==> config.mk <==
export PLATFORM = sky130hd
export DESIGN_NAME = soc_ctrl_top
export DESIGN_NICKNAME = d
export VERILOG_FILES = /design/src/rtl/soc_ctrl_pkg.sv /design/src/rtl/apb_reg_ctrl.sv /design/src/rtl/core_enable_decode.sv /design/src/rtl/soc_ctrl_top.sv /design/src/rtl/soc_registers.sv /design/src/rtl/tcdm_addr_check.sv
export SDC_FILE = /design/constraint.sdc
export NUM_CORES = 1
export LEC_CHECK = 0
export ABC_AREA = 1
export BUFFER_PORTS_ARGS = -buffer_cell sky130_fd_sc_hd__buf_2
export CORE_ASPECT_RATIO = 0.5
export CORE_MARGIN = 4
export CORE_UTILIZATION = 49
export CTS_CLUSTER_DIAMETER = 60
export CTS_CLUSTER_SIZE = 40
export DETAILED_ROUTE_END_ITERATION = 10
export GPL_TIMING_DRIVEN = 0
export HOLD_SLACK_MARGIN = 0.08
export PLACE_DENSITY = 0.8
export SLEW_MARGIN = 20
export SYNTH_ARGS = -nofsm -noshare
export SYNTH_HDL_FRONTEND = slang
export SYNTH_HIERARCHICAL = 1
export SYNTH_SLANG_ARGS = --single-unit
==> constraint.sdc <==
create_clock -name clk_i -period 1.9 [get_ports clk_i]
set_clock_uncertainty 0.1 [all_clocks]
set_input_delay 0.38 -clock clk_i [delete_from_list [all_inputs] [get_ports clk_i]]
set_output_delay 0.38 -clock clk_i [all_outputs]
set_load 0.01 [all_outputs]
==> src/rtl/soc_ctrl_pkg.sv <==
////////////////////////////////////////////////////////////////////////////
// SoC control package
// Cluster sizes, register map offsets and shared types used by the APB
// register block and the TCDM datapath helpers
////////////////////////////////////////////////////////////////////////////

package soc_ctrl_pkg;

  // Cluster geometry
  localparam int unsigned NumCores     = 16;
  localparam int unsigned NumBanks     = 8;
  // Bank count is a power of two, so a bank index is a plain bit field
  localparam int unsigned BankIdxWidth = 3;
  localparam logic [31:0] TCDMSize     = 32'h0001_0000;

  // Register map, one 32-bit word per register
  localparam int unsigned NumRegs = 4;

  // Basic bus and datapath types
  typedef logic [31:0]             addr_t;
  typedef logic [31:0]             word_t;
  typedef logic [3:0]              strb_t;
  // Only the low half of paddr reaches the register decoder
  typedef logic [15:0]             reg_off_t;
  typedef logic [1:0]              reg_idx_t;
  typedef logic [NumCores-1:0]     core_mask_t;
  typedef logic [BankIdxWidth-1:0] bank_idx_t;
  typedef logic [31:0]             row_t;

  // Byte offsets of the four register words
  localparam reg_off_t RegOffsetTcdmStart = 16'h0000;
  localparam reg_off_t RegOffsetTcdmEnd   = 16'h0004;
  localparam reg_off_t RegOffsetNumCores  = 16'h0008;
  localparam reg_off_t RegOffsetHwInfo    = 16'h000C;

  // Read-only identification word
  // Bank count in bits 15:8 and core count in bits 7:0
  localparam word_t HwInfoValue = {16'h0000, 8'(NumBanks), 8'(NumCores)};

  // Phases of an APB transfer as seen by the slave
  typedef enum logic [1:0] {
    APB_IDLE   = 2'd0,
    APB_SETUP  = 2'd1,
    APB_ACCESS = 2'd2
  } apb_state_e;

endpackage : soc_ctrl_pkg

==> src/rtl/apb_reg_ctrl.sv <==
////////////////////////////////////////////////////////////////////////////
// APB register control
// Follows the APB phases, checks each access against the register map and
// turns legal writes into one-cycle register strobes
////////////////////////////////////////////////////////////////////////////

`timescale 1ns/100ps

module apb_reg_ctrl (
  input  logic                  clk_i,
  input  logic                  arst_n_i,
  // APB slave side
  input  soc_ctrl_pkg::addr_t   paddr_i,
  input  logic                  psel_i,
  input  logic                  penable_i,
  input  logic                  pwrite_i,
  input  soc_ctrl_pkg::word_t   pwdata_i,
  input  soc_ctrl_pkg::strb_t   pstrb_i,
  output soc_ctrl_pkg::word_t   prdata_o,
  output logic                  pready_o,
  output logic                  pslverr_o,
  // Register file side
  input  soc_ctrl_pkg::word_t   reg_rdata_i,
  output logic                  reg_we_o,
  output soc_ctrl_pkg::reg_idx_t reg_idx_o,
  output soc_ctrl_pkg::word_t   reg_wdata_o,
  output soc_ctrl_pkg::strb_t   reg_wstrb_o
);

  soc_ctrl_pkg::apb_state_e state_q, state_d;
  soc_ctrl_pkg::reg_off_t   reg_off;
  logic                     access_cycle;
  logic                     proper_access;
  logic                     bare_access;
  logic                     off_unaligned;
  logic                     off_out_of_range;
  logic                     ro_write;
  logic                     map_err;

  // The register map lives in the low 16 bits, upper bits are don't care
  assign reg_off = paddr_i[15:0];

  // Any cycle with psel and penable high is answered right away
  assign access_cycle  = psel_i & penable_i;
  // Only an access that directly follows a setup cycle is a real transfer
  assign proper_access = access_cycle & (state_q == soc_ctrl_pkg::APB_SETUP);
  // Penable without setup, or penable held past a completed access
  assign bare_access   = access_cycle & (state_q != soc_ctrl_pkg::APB_SETUP);

  // Next phase follows the bus directly since there are no wait states
  always_comb begin
    state_d = soc_ctrl_pkg::APB_IDLE;
    if (psel_i && !penable_i) begin
      state_d = soc_ctrl_pkg::APB_SETUP;
    end else if (proper_access) begin
      state_d = soc_ctrl_pkg::APB_ACCESS;
    end
  end

  always_ff @(posedge clk_i or negedge arst_n_i) begin
    if (!arst_n_i) begin
      state_q <= soc_ctrl_pkg::APB_IDLE;
    end else begin
      state_q <= state_d;
    end
  end

  // Word alignment of the register offset
  assign off_unaligned    = (reg_off[1:0] != 2'b00);
  // Anything past the last register word is unmapped
  assign off_out_of_range = (32'(reg_off[15:2]) >= soc_ctrl_pkg::NumRegs);
  // The hardware info word is read only
  assign ro_write         = pwrite_i && (reg_off == soc_ctrl_pkg::RegOffsetHwInfo);
  assign map_err          = off_unaligned | off_out_of_range | ro_write;

  // Zero-wait-state response, also given to a bare access so the master
  // never hangs on a malformed transfer
  assign pready_o  = access_cycle;
  assign pslverr_o = bare_access | (proper_access & map_err);

  // Write strobe fires once, in the access cycle of a legal write
  assign reg_we_o    = proper_access & pwrite_i & ~map_err;
  assign reg_idx_o   = reg_off[3:2];
  assign reg_wdata_o = pwdata_i;
  assign reg_wstrb_o = pstrb_i;

  // Read data only shows during a good read access, zero at all other times
  always_comb begin
    prdata_o = '0;
    if (proper_access && !pwrite_i && !map_err) begin
      prdata_o = reg_rdata_i;
    end
  end

endmodule : apb_reg_ctrl

==> src/rtl/core_enable_decode.sv <==
////////////////////////////////////////////////////////////////////////////
// Core enable decode
// Registered thermometer mask of the active cores
////////////////////////////////////////////////////////////////////////////

`timescale 1ns/100ps

module core_enable_decode (
  input  logic                     clk_i,
  input  logic                     arst_n_i,
  input  soc_ctrl_pkg::word_t      num_cores_i,
  output soc_ctrl_pkg::core_mask_t core_en_o
);

  soc_ctrl_pkg::core_mask_t core_en_d;

  // Core i runs when its index is below the count
  // The register block already keeps the count in 1..NumCores
  always_comb begin
    for (int i = 0; i < soc_ctrl_pkg::NumCores; i++) begin
      core_en_d[i] = (soc_ctrl_pkg::word_t'(i) < num_cores_i);
    end
  end

  // All cores on at reset, same as the reset value of the count
  always_ff @(posedge clk_i or negedge arst_n_i) begin
    if (!arst_n_i) begin
      core_en_o <= '1;
    end else begin
      core_en_o <= core_en_d;
    end
  end

endmodule : core_enable_decode

==> src/rtl/soc_ctrl_top.sv <==
////////////////////////////////////////////////////////////////////////////
// SoC control top
// APB register block for the cluster layout together with the TCDM
// address checker and the core enable decoder
////////////////////////////////////////////////////////////////////////////

`timescale 1ns/100ps

module soc_ctrl_top (
  input  logic                     clk_i,
  input  logic                     arst_n_i,
  // APB slave port
  input  soc_ctrl_pkg::addr_t      paddr_i,
  input  logic                     psel_i,
  input  logic                     penable_i,
  input  logic                     pwrite_i,
  input  soc_ctrl_pkg::word_t      pwdata_i,
  input  soc_ctrl_pkg::strb_t      pstrb_i,
  // Protection bits are part of the port list but carry no meaning here
  input  logic [2:0]               pprot_i,
  output soc_ctrl_pkg::word_t      prdata_o,
  output logic                     pready_o,
  output logic                     pslverr_o,
  // Current register values
  output soc_ctrl_pkg::word_t      tcdm_start_address_o,
  output soc_ctrl_pkg::word_t      tcdm_end_address_o,
  output soc_ctrl_pkg::word_t      num_cores_o,
  // Core request check
  input  logic                     req_valid_i,
  input  soc_ctrl_pkg::addr_t      req_addr_i,
  output logic                     resp_valid_o,
  output logic                     resp_hit_o,
  output soc_ctrl_pkg::bank_idx_t  resp_bank_o,
  output soc_ctrl_pkg::row_t       resp_row_o,
  // Per-core enables
  output soc_ctrl_pkg::core_mask_t core_en_o
);

  // Controller to register file
  logic                   reg_we;
  soc_ctrl_pkg::reg_idx_t reg_idx;
  soc_ctrl_pkg::word_t    reg_wdata;
  soc_ctrl_pkg::strb_t    reg_wstrb;
  soc_ctrl_pkg::word_t    reg_rdata;

  apb_reg_ctrl i_apb_reg_ctrl (
    .clk_i       ( clk_i     ),
    .arst_n_i    ( arst_n_i  ),
    .paddr_i     ( paddr_i   ),
    .psel_i      ( psel_i    ),
    .penable_i   ( penable_i ),
    .pwrite_i    ( pwrite_i  ),
    .pwdata_i    ( pwdata_i  ),
    .pstrb_i     ( pstrb_i   ),
    .prdata_o    ( prdata_o  ),
    .pready_o    ( pready_o  ),
    .pslverr_o   ( pslverr_o ),
    .reg_rdata_i ( reg_rdata ),
    .reg_we_o    ( reg_we    ),
    .reg_idx_o   ( reg_idx   ),
    .reg_wdata_o ( reg_wdata ),
    .reg_wstrb_o ( reg_wstrb )
  );

  soc_registers i_soc_registers (
    .clk_i                ( clk_i                ),
    .arst_n_i             ( arst_n_i             ),
    .reg_we_i             ( reg_we               ),
    .reg_idx_i            ( reg_idx              ),
    .reg_wdata_i          ( reg_wdata            ),
    .reg_wstrb_i          ( reg_wstrb            ),
    .reg_rdata_o          ( reg_rdata            ),
    .tcdm_start_address_o ( tcdm_start_address_o ),
    .tcdm_end_address_o   ( tcdm_end_address_o   ),
    .num_cores_o          ( num_cores_o          )
  );

  // The checker reads the window straight from the register outputs
  tcdm_addr_check i_tcdm_addr_check (
    .clk_i                ( clk_i                ),
    .arst_n_i             ( arst_n_i             ),
    .req_valid_i          ( req_valid_i          ),
    .req_addr_i           ( req_addr_i           ),
    .tcdm_start_address_i ( tcdm_start_address_o ),
    .tcdm_end_address_i   ( tcdm_end_address_o   ),
    .resp_valid_o         ( resp_valid_o         ),
    .resp_hit_o           ( resp_hit_o           ),
    .resp_bank_o          ( resp_bank_o          ),
    .resp_row_o           ( resp_row_o           )
  );

  core_enable_decode i_core_enable_decode (
    .clk_i       ( clk_i       ),
    .arst_n_i    ( arst_n_i    ),
    .num_cores_i ( num_cores_o ),
    .core_en_o   ( core_en_o   )
  );

endmodule : soc_ctrl_top

==> src/rtl/soc_registers.sv <==
////////////////////////////////////////////////////////////////////////////
// SoC control registers
// Holds the TCDM window and active core count with byte strobe writes,
// clamps the core count and serves the read mux
////////////////////////////////////////////////////////////////////////////

`timescale 1ns/100ps

module soc_registers (
  input  logic                   clk_i,
  input  logic                   arst_n_i,
  input  logic                   reg_we_i,
  input  soc_ctrl_pkg::reg_idx_t reg_idx_i,
  input  soc_ctrl_pkg::word_t    reg_wdata_i,
  input  soc_ctrl_pkg::strb_t    reg_wstrb_i,
  output soc_ctrl_pkg::word_t    reg_rdata_o,
  output soc_ctrl_pkg::word_t    tcdm_start_address_o,
  output soc_ctrl_pkg::word_t    tcdm_end_address_o,
  output soc_ctrl_pkg::word_t    num_cores_o
);

  soc_ctrl_pkg::word_t tcdm_start_q;
  soc_ctrl_pkg::word_t tcdm_end_q;
  soc_ctrl_pkg::word_t num_cores_q;
  soc_ctrl_pkg::word_t num_cores_merged;

  // Replaces only the bytes whose strobe bit is set
  function automatic soc_ctrl_pkg::word_t merge_bytes(
    input soc_ctrl_pkg::word_t old_val,
    input soc_ctrl_pkg::word_t new_val,
    input soc_ctrl_pkg::strb_t strb
  );
    soc_ctrl_pkg::word_t res;
    res = old_val;
    for (int b = 0; b < 4; b++) begin
      if (strb[b]) res[8*b +: 8] = new_val[8*b +: 8];
    end
    return res;
  endfunction

  assign num_cores_merged = merge_bytes(num_cores_q, reg_wdata_i, reg_wstrb_i);

  always_ff @(posedge clk_i or negedge arst_n_i) begin
    if (!arst_n_i) begin
      tcdm_start_q <= '0;
      tcdm_end_q   <= soc_ctrl_pkg::TCDMSize;
      num_cores_q  <= soc_ctrl_pkg::word_t'(soc_ctrl_pkg::NumCores);
    end else if (reg_we_i) begin
      case (reg_idx_i)
        soc_ctrl_pkg::RegOffsetTcdmStart[3:2]:
          tcdm_start_q <= merge_bytes(tcdm_start_q, reg_wdata_i, reg_wstrb_i);
        soc_ctrl_pkg::RegOffsetTcdmEnd[3:2]:
          tcdm_end_q <= merge_bytes(tcdm_end_q, reg_wdata_i, reg_wstrb_i);
        soc_ctrl_pkg::RegOffsetNumCores[3:2]: begin
          // Clamp after the strobes so a partial write cannot leave a bad count
          if (num_cores_merged > soc_ctrl_pkg::word_t'(soc_ctrl_pkg::NumCores)) begin
            num_cores_q <= soc_ctrl_pkg::word_t'(soc_ctrl_pkg::NumCores);
          end else if (num_cores_merged == '0) begin
            num_cores_q <= 32'd1;
          end else begin
            num_cores_q <= num_cores_merged;
          end
        end
        // Hardware info is read only, the controller never strobes it
        default: ;
      endcase
    end
  end

  // Read mux, the last word is the constant hardware info
  always_comb begin
    case (reg_idx_i)
      soc_ctrl_pkg::RegOffsetTcdmStart[3:2]: reg_rdata_o = tcdm_start_q;
      soc_ctrl_pkg::RegOffsetTcdmEnd[3:2]:   reg_rdata_o = tcdm_end_q;
      soc_ctrl_pkg::RegOffsetNumCores[3:2]:  reg_rdata_o = num_cores_q;
      default:                               reg_rdata_o = soc_ctrl_pkg::HwInfoValue;
    endcase
  end

  assign tcdm_start_address_o = tcdm_start_q;
  assign tcdm_end_address_o   = tcdm_end_q;
  assign num_cores_o          = num_cores_q;

endmodule : soc_registers

==> src/rtl/tcdm_addr_check.sv <==
////////////////////////////////////////////////////////////////////////////
// TCDM address check
// Tests a core request against the TCDM window and splits the offset
// into bank and row, one register stage deep
////////////////////////////////////////////////////////////////////////////

`timescale 1ns/100ps

module tcdm_addr_check (
  input  logic                    clk_i,
  input  logic                    arst_n_i,
  input  logic                    req_valid_i,
  input  soc_ctrl_pkg::addr_t     req_addr_i,
  input  soc_ctrl_pkg::addr_t     tcdm_start_address_i,
  input  soc_ctrl_pkg::addr_t     tcdm_end_address_i,
  output logic                    resp_valid_o,
  output logic                    resp_hit_o,
  output soc_ctrl_pkg::bank_idx_t resp_bank_o,
  output soc_ctrl_pkg::row_t      resp_row_o
);

  soc_ctrl_pkg::addr_t     tcdm_offset;
  logic                    in_window;
  logic                    hit_d;
  soc_ctrl_pkg::bank_idx_t bank_d;
  soc_ctrl_pkg::row_t      row_d;

  // Byte offset inside the TCDM, only meaningful on a hit
  assign tcdm_offset = req_addr_i - tcdm_start_address_i;

  // Half-open window, start included and end excluded
  assign in_window = (req_addr_i >= tcdm_start_address_i) &&
                     (req_addr_i < tcdm_end_address_i);
  assign hit_d     = req_valid_i && in_window && (req_addr_i[1:0] == 2'b00);

  // Words are interleaved across banks, so the bank is the low word index
  assign bank_d = hit_d ? tcdm_offset[2 +: soc_ctrl_pkg::BankIdxWidth] : '0;
  assign row_d  = hit_d ? (tcdm_offset >> (2 + soc_ctrl_pkg::BankIdxWidth)) : '0;

  // The valid flag is the only control bit of the stage
  always_ff @(posedge clk_i or negedge arst_n_i) begin
    if (!arst_n_i) begin
      resp_valid_o <= 1'b0;
    end else begin
      resp_valid_o <= req_valid_i;
    end
  end

  // Result fields reload every cycle and read as zero without a request
  always_ff @(posedge clk_i) begin
    resp_hit_o  <= hit_d;
    resp_bank_o <= bank_d;
    resp_row_o  <= row_d;
  end

endmodule : tcdm_addr_check

# Word-level counts from Yosys, hierarchy flattened
# Index checks and enable logic that the tools add are counted.
# word_totals
regBits	151
inputBits	109
out_inout_bits	183
# classes
addsub	1
n_eq_ne	5
n_bitwise	10
magnitude_cmp	20
muxes	10
reduce_logical	23
# ops
operator	n
< comparator 4 x 32 -> 1 bit, first input constant	8
< comparator 3 x 32 -> 1 bit, first input constant	4
two-way mux 32 bit	3
case mux 32 bit (3 select lines)	1
< comparator 1 x 32 -> 1 bit, first input constant	2
< comparator 2 x 32 -> 1 bit, first input constant	2
>= comparator 32 bit	1
greater-than comparator 32 x 5 -> 1 bit, second input constant	1
logical NOT 32 bit	1
< comparator 32 bit	1
two-way mux 8 bit	4
subtractor 32 bit	1
AND reduction 3 bit	8
equality test 16 x 4 -> 1 bit, second input constant	1
>= comparator 14 x 3 -> 1 bit, second input constant	1
logical AND 1 bit	7
AND 1 bit	6
equality test 2 x 1 -> 1 bit, second input constant	2
logical NOT 2 bit	2
two-way mux 2 bit	2
logical NOT 1 bit	3
OR 1 bit	3
equality test 2 bit, second input constant	1
!= test 2 x 1 -> 1 bit, second input constant	1
3 further kinds	3

# Longest topological paths before layout
# logic_depth
depth_word	6
depth_mapped	16
mapped_depth_nobuf	15

# Cells and area by module
# The synthesis kept the hierarchy.
# modules_own_cells
mod	cells_per_inst	area_per_inst_um2	instances
soc_registers	644	4723.3	1
tcdm_addr_check	761	4334.2	1
core_enable_decode	122	889.6	1
apb_reg_ctrl	141	859.6	1

# Least setup slack after synthesis
# OpenSTA, ideal clock, no wires.
# synth_timing
path_type	register to register
startpoint	register i_soc_registers.tcdm_start_q[19], in the netlist i_soc_registers/tcdm_start_address_o[19]
endpoint	register i_tcdm_addr_check.resp_row_o[15]
path_stages_with_launch	13
slack_ns	-0.047
setup_time_ns	0.117
path_buffers	1
required_ns	1.683
t_arrival_ns	1.730
period_less_slack_ns	1.947
path_cell_list	dfrtp_1 > inv_1 > ha_1 > nand2_1 > nand2_1 > o21bai_1 > a21oi_1 > nor2_1 > nor2_1 > nand2_1 > nand3_2 > buf_6 > nor2_2
# synth_via
elab_chain_cells	4
word_cells_on_any_way	5
# synth_lines
item	line_no	text
start, declared	soc_registers.sv:22	soc_ctrl_pkg::word_t tcdm_start_q;
start signal, assigned	soc_registers.sv:51	tcdm_start_q <= merge_bytes(tcdm_start_q, reg_wdata_i, reg_wstrb_i);
>= comparator 32 bit	tcdm_addr_check.sv:32	assign in_window = (req_addr_i >= tcdm_start_address_i) &&
logical AND 1 bit	tcdm_addr_check.sv:32	
logical AND 1 bit (2 in a row)	tcdm_addr_check.sv:34	assign hit_d = req_valid_i && in_window && (req_addr_i[1:0] == 2'b00);
end signal, assigned	tcdm_addr_check.sv:53	resp_row_o <= row_d;
end, declared	tcdm_addr_check.sv:19	output soc_ctrl_pkg::row_t resp_row_o
# Several ways; a longest one is shown, not always the timed one.
# A chain may end at the register's enable or synchronous reset.

# Final worst setup path
# layout_timing
startpoint	register i_apb_reg_ctrl.state_q[1]
endpoint	output prdata_o[9]
# layout_via
elab_chain_cells	5
# layout_lines
item	line_no	text
start, declared	apb_reg_ctrl.sv:30	soc_ctrl_pkg::apb_state_e state_q, state_d;
start signal, assigned	apb_reg_ctrl.sv:62	state_q <= soc_ctrl_pkg::APB_IDLE;
start signal, assigned	apb_reg_ctrl.sv:64	state_q <= state_d;
equality test 2 x 1 -> 1 bit	apb_reg_ctrl.sv:46	assign proper_access = access_cycle & (state_q == soc_ctrl_pkg::APB_SETUP);
AND 1 bit	apb_reg_ctrl.sv:46	
logical AND 1 bit (2 in a row)	apb_reg_ctrl.sv:90	if (proper_access && !pwrite_i && !map_err) begin
two-way mux 32 bit	apb_reg_ctrl.sv:90	
end, declared	soc_ctrl_top.sv:21	output soc_ctrl_pkg::word_t prdata_o,
# Every way passes these cells.

==> run metrics <==
status finished with violations; failing checks negative setup slack; Max H-tree Level 4; final worst slack -0.378 ns; Core ar. between 20000 and 25000 um2; Final GP Congestion 1.02; Layout Cells excl Fill roughly 2400; Worst Setup Path Type flip-flop to output pin; CP arrival 1.80 ns; Antenna Nets Post-Route 0; syn_area_per_cell ~6.5 um2; nets around 2200; Initial Util between 40% and 50%; crit-path max FO 10; Primary FF master, synth dfrtp_1; Hold Fails Final Rpt 0; CTS tree built; Clock Latency Late Sink between 0.4 and 0.5 ns; Port Buffer Count between 200 and 250; routed vias ~12000; RSZ-0062 raised after global routing true; VDD IR max around 490 uV; Synth warnings 6; Gate Count Post-Synth approximately 1700; WP data required between 1 and 1.5 ns; hold wc startpoint pwdata_i[17]; #FFs+latches synth 146; total grt overflow 0; FP Rows 38; drt pass-1 iters 6; Placed Instances 2204; Global Route Usage Sum approximately a third; most common cell after layout, fill and taps aside nand2_1; CP peak stage delay 0.36 ns; Post-synth ARST share between 70% and 80%; Distinct cells, synth 38; FF-to-FF Start i_soc_registers/tcdm_start_address_o[31]; crit end category output pin; hpwl dp between 20000 and 30000 um; most frequent cells in the layout 518 x nand2_1, 315 x inv_1, 228 x buf_2; critical path cell sequence inv_1 > nand2_2 > nor3_4 > nand3_4 > buf_8 > nor2_2 > buf_2; drt drc 0; fmax approximately 0.44 GHz; Worst Hold Class primary input to flip-flop; fin. max-slew vios 0; CP startpoint i_apb_reg_ctrl/state_q[1]; clk buf depth 2; sequential cell area fraction in the yosys report about a third; Final period util 120%; Post-Syn Area roughly 11000 um2; WL/cell between 15 and 20 um; Die X around 220 um; synthesis-to-finish area growth 40.8%; clock-pin slew on the worst setup and hold paths 0.06 ns; Die H roughly 110 um; WL final slightly above 40000 um; leakage about 8.4 nW; first-pass GRT wire length a little over 60000 um; Post-synth EDFFs 0; Iter 0 DRT Violations 1552; # clock sinks 146; crit start category flip-flop; Filler Cell Count roughly 1700; die area between 20000 and 25000 um2; post-layout minimum cycle time 2.28 ns; max-cap viol count 0; initial antenna violation count 3; Power Density between 500 and 600 nW/um2; layout cell share with drive strength beyond 1 36.6%; # IOs a little under 300; CTS buffer count 17; number of global-route vias before repair around 11000; number of vias per cell 5.25; CTS root buf clkbuf_16; largest net degree at the start of global routing 65; slowest CP cell dfrtp_1; # setup viols final around 100; hold_ws 0.117 ns
kinds of logic after synthesis:
| logic type | Yosys count | synth area share [%] |
|---|---|---|
| compound gates | 151 | 7.58 |
| buf+inv | 426 | 17.2 |
| other cells | 1 | 0.0347 |
| simple gates | 863 | 33.8 |
| flops | 146 | 32.6 |
| xor+xnor | 18 | 1.46 |
| fa+ha+maj | 63 | 7.29 |
repair_timing:
| action | CTS | global route |
|---|---|---|
| endpoints found under the hold margin | 36 | 0 |
| pin swaps | 18 | 48 |
| cloned | 3 | 2 |
| gates resized for setup | 180 | 178 |
| setup buffers | 85 | 31 |
| hold buffers | 4 | 0 |
| setup endpoints to repair | 160 | 159 |
metrics by stage:
step,setup TNS [ns],power [mW],cell area [um2],worst slack (ns),utilization (%)
floorplan,0,3.89,10900,0.00229,-
global placement,-178.81,4.22,12400,-0.988,57.2
detailed placement,-75.34,4.24,12400,-0.666,57.4
CTS,-14.28,7.85,14500,-0.346,66.9
global route,-31.20,8.32,15200,-0.443,70.2
finish,-20.29,8.01,15200,-0.378,70.2
path summary, 6_finish.rpt:
check	to	slack, ns	cells past startpoint
worst max register to register	i_tcdm_addr_check/resp_row_o[5]	-0.33	12
min in group asynchronous	i_soc_registers/tcdm_end_address_o[2]	0.35	2
max in group asynchronous	i_soc_registers/tcdm_end_address_o[16]	0.62	3
worst max-delay path	prdata_o[9]	-0.38	7
worst min-delay path	i_soc_registers/tcdm_start_address_o[17]	0.12	3
worst min register to register	i_soc_registers/tcdm_end_address_o[16]	0.43	2
critical path, delay by kind of cell, from the launching register on:
kind / cells / cell delay [ns]
AND/OR/NAND/NOR: 4 / 0.55
buffers and inverters: 3 / 0.43
flip-flops: 1 / 0.36
cell type report:
cell class | count | area [um2] | area share, %
Clock inverter | 14 | 143 | 0.938
Clock buffer | 18 | 450 | 2.96
Inverter | 349 | 1320 | 8.66
Timing Repair Buffer | 347 | 2230 | 14.7
Buffer | 75 | 637 | 4.19
Tap cell | 300 | 375 | 2.47
Sequential cell | 146 | 3530 | 23.2
Antenna cell | 3 | 7.51 | 0.0493
Multi-Input combinational cell | 1100 | 6520 | 42.8
Yosys cell counts, types with 2 or more instances:
| library cell | number | area (um2) |
|---|---|---|
| dfrtp_1 | 97 | 2430 |
| dfstp_2 | 18 | 473 |
| nand3_1 | 51 | 255 |
| ha_1 | 63 | 788 |
| nand4_1 | 9 | 56.3 |
| nor2_2 | 64 | 400 |
| o21a_1 | 2 | 15.0 |
| o21ai_0 | 82 | 410 |
| buf_6 | 12 | 135 |
| dfxtp_1 | 31 | 621 |
| xor2_1 | 13 | 114 |
| clkbuf_1 | 18 | 67.6 |
| o211ai_1 | 17 | 128 |
| nand2_1 | 582 | 2180 |
| o21ai_1 | 8 | 40.0 |
| nand3_2 | 3 | 30.0 |
| buf_2 | 2 | 10.0 |
| xnor2_1 | 5 | 43.8 |
| nor2_1 | 115 | 432 |
| buf_4 | 45 | 338 |
| inv_1 | 343 | 1290 |
| nand3b_1 | 2 | 15.0 |
| inv_2 | 5 | 18.8 |
| nand2_2 | 12 | 75.1 |
| and2_1 | 2 | 12.5 |
| nor3_1 | 9 | 45.0 |
| o21bai_1 | 5 | 37.5 |
| a21oi_1 | 36 | 180 |
| nor2_4 | 8 | 90.1 |
sequential cells by signal (all words and copies together), names as in the netlist:
signal,flops
i_tcdm_addr_check/resp_row_o,27
i_tcdm_addr_check/resp_hit_o,1
i_apb_reg_ctrl/state_q,2
i_tcdm_addr_check/resp_valid_o,1
i_soc_registers/tcdm_end_address_o,32
i_tcdm_addr_check/resp_bank_o,3
i_soc_registers/tcdm_start_address_o,32
i_core_enable_decode/core_en_o,16
i_soc_registers/num_cores_o,32
metal layers:
| metal | GRT usage, % | wire length (um) |
|---|---|---|
| met1 | 41.2 | 15900 |
| met2 | 50.9 | 19000 |
| met3 | 7.16 | 4290 |
| met4 | 14.4 | 2260 |
| met5 | 0 | 0 |
power breakdown:
group          total, mW  switching (mW)  leakage [nW]  internal, mW
Combinational       1.47           0.880          6.38         0.585
Clock               3.43            1.51         0.297          1.92
Sequential          3.11         0.00248          1.77          3.11
(Power assumes the default switching activity.)
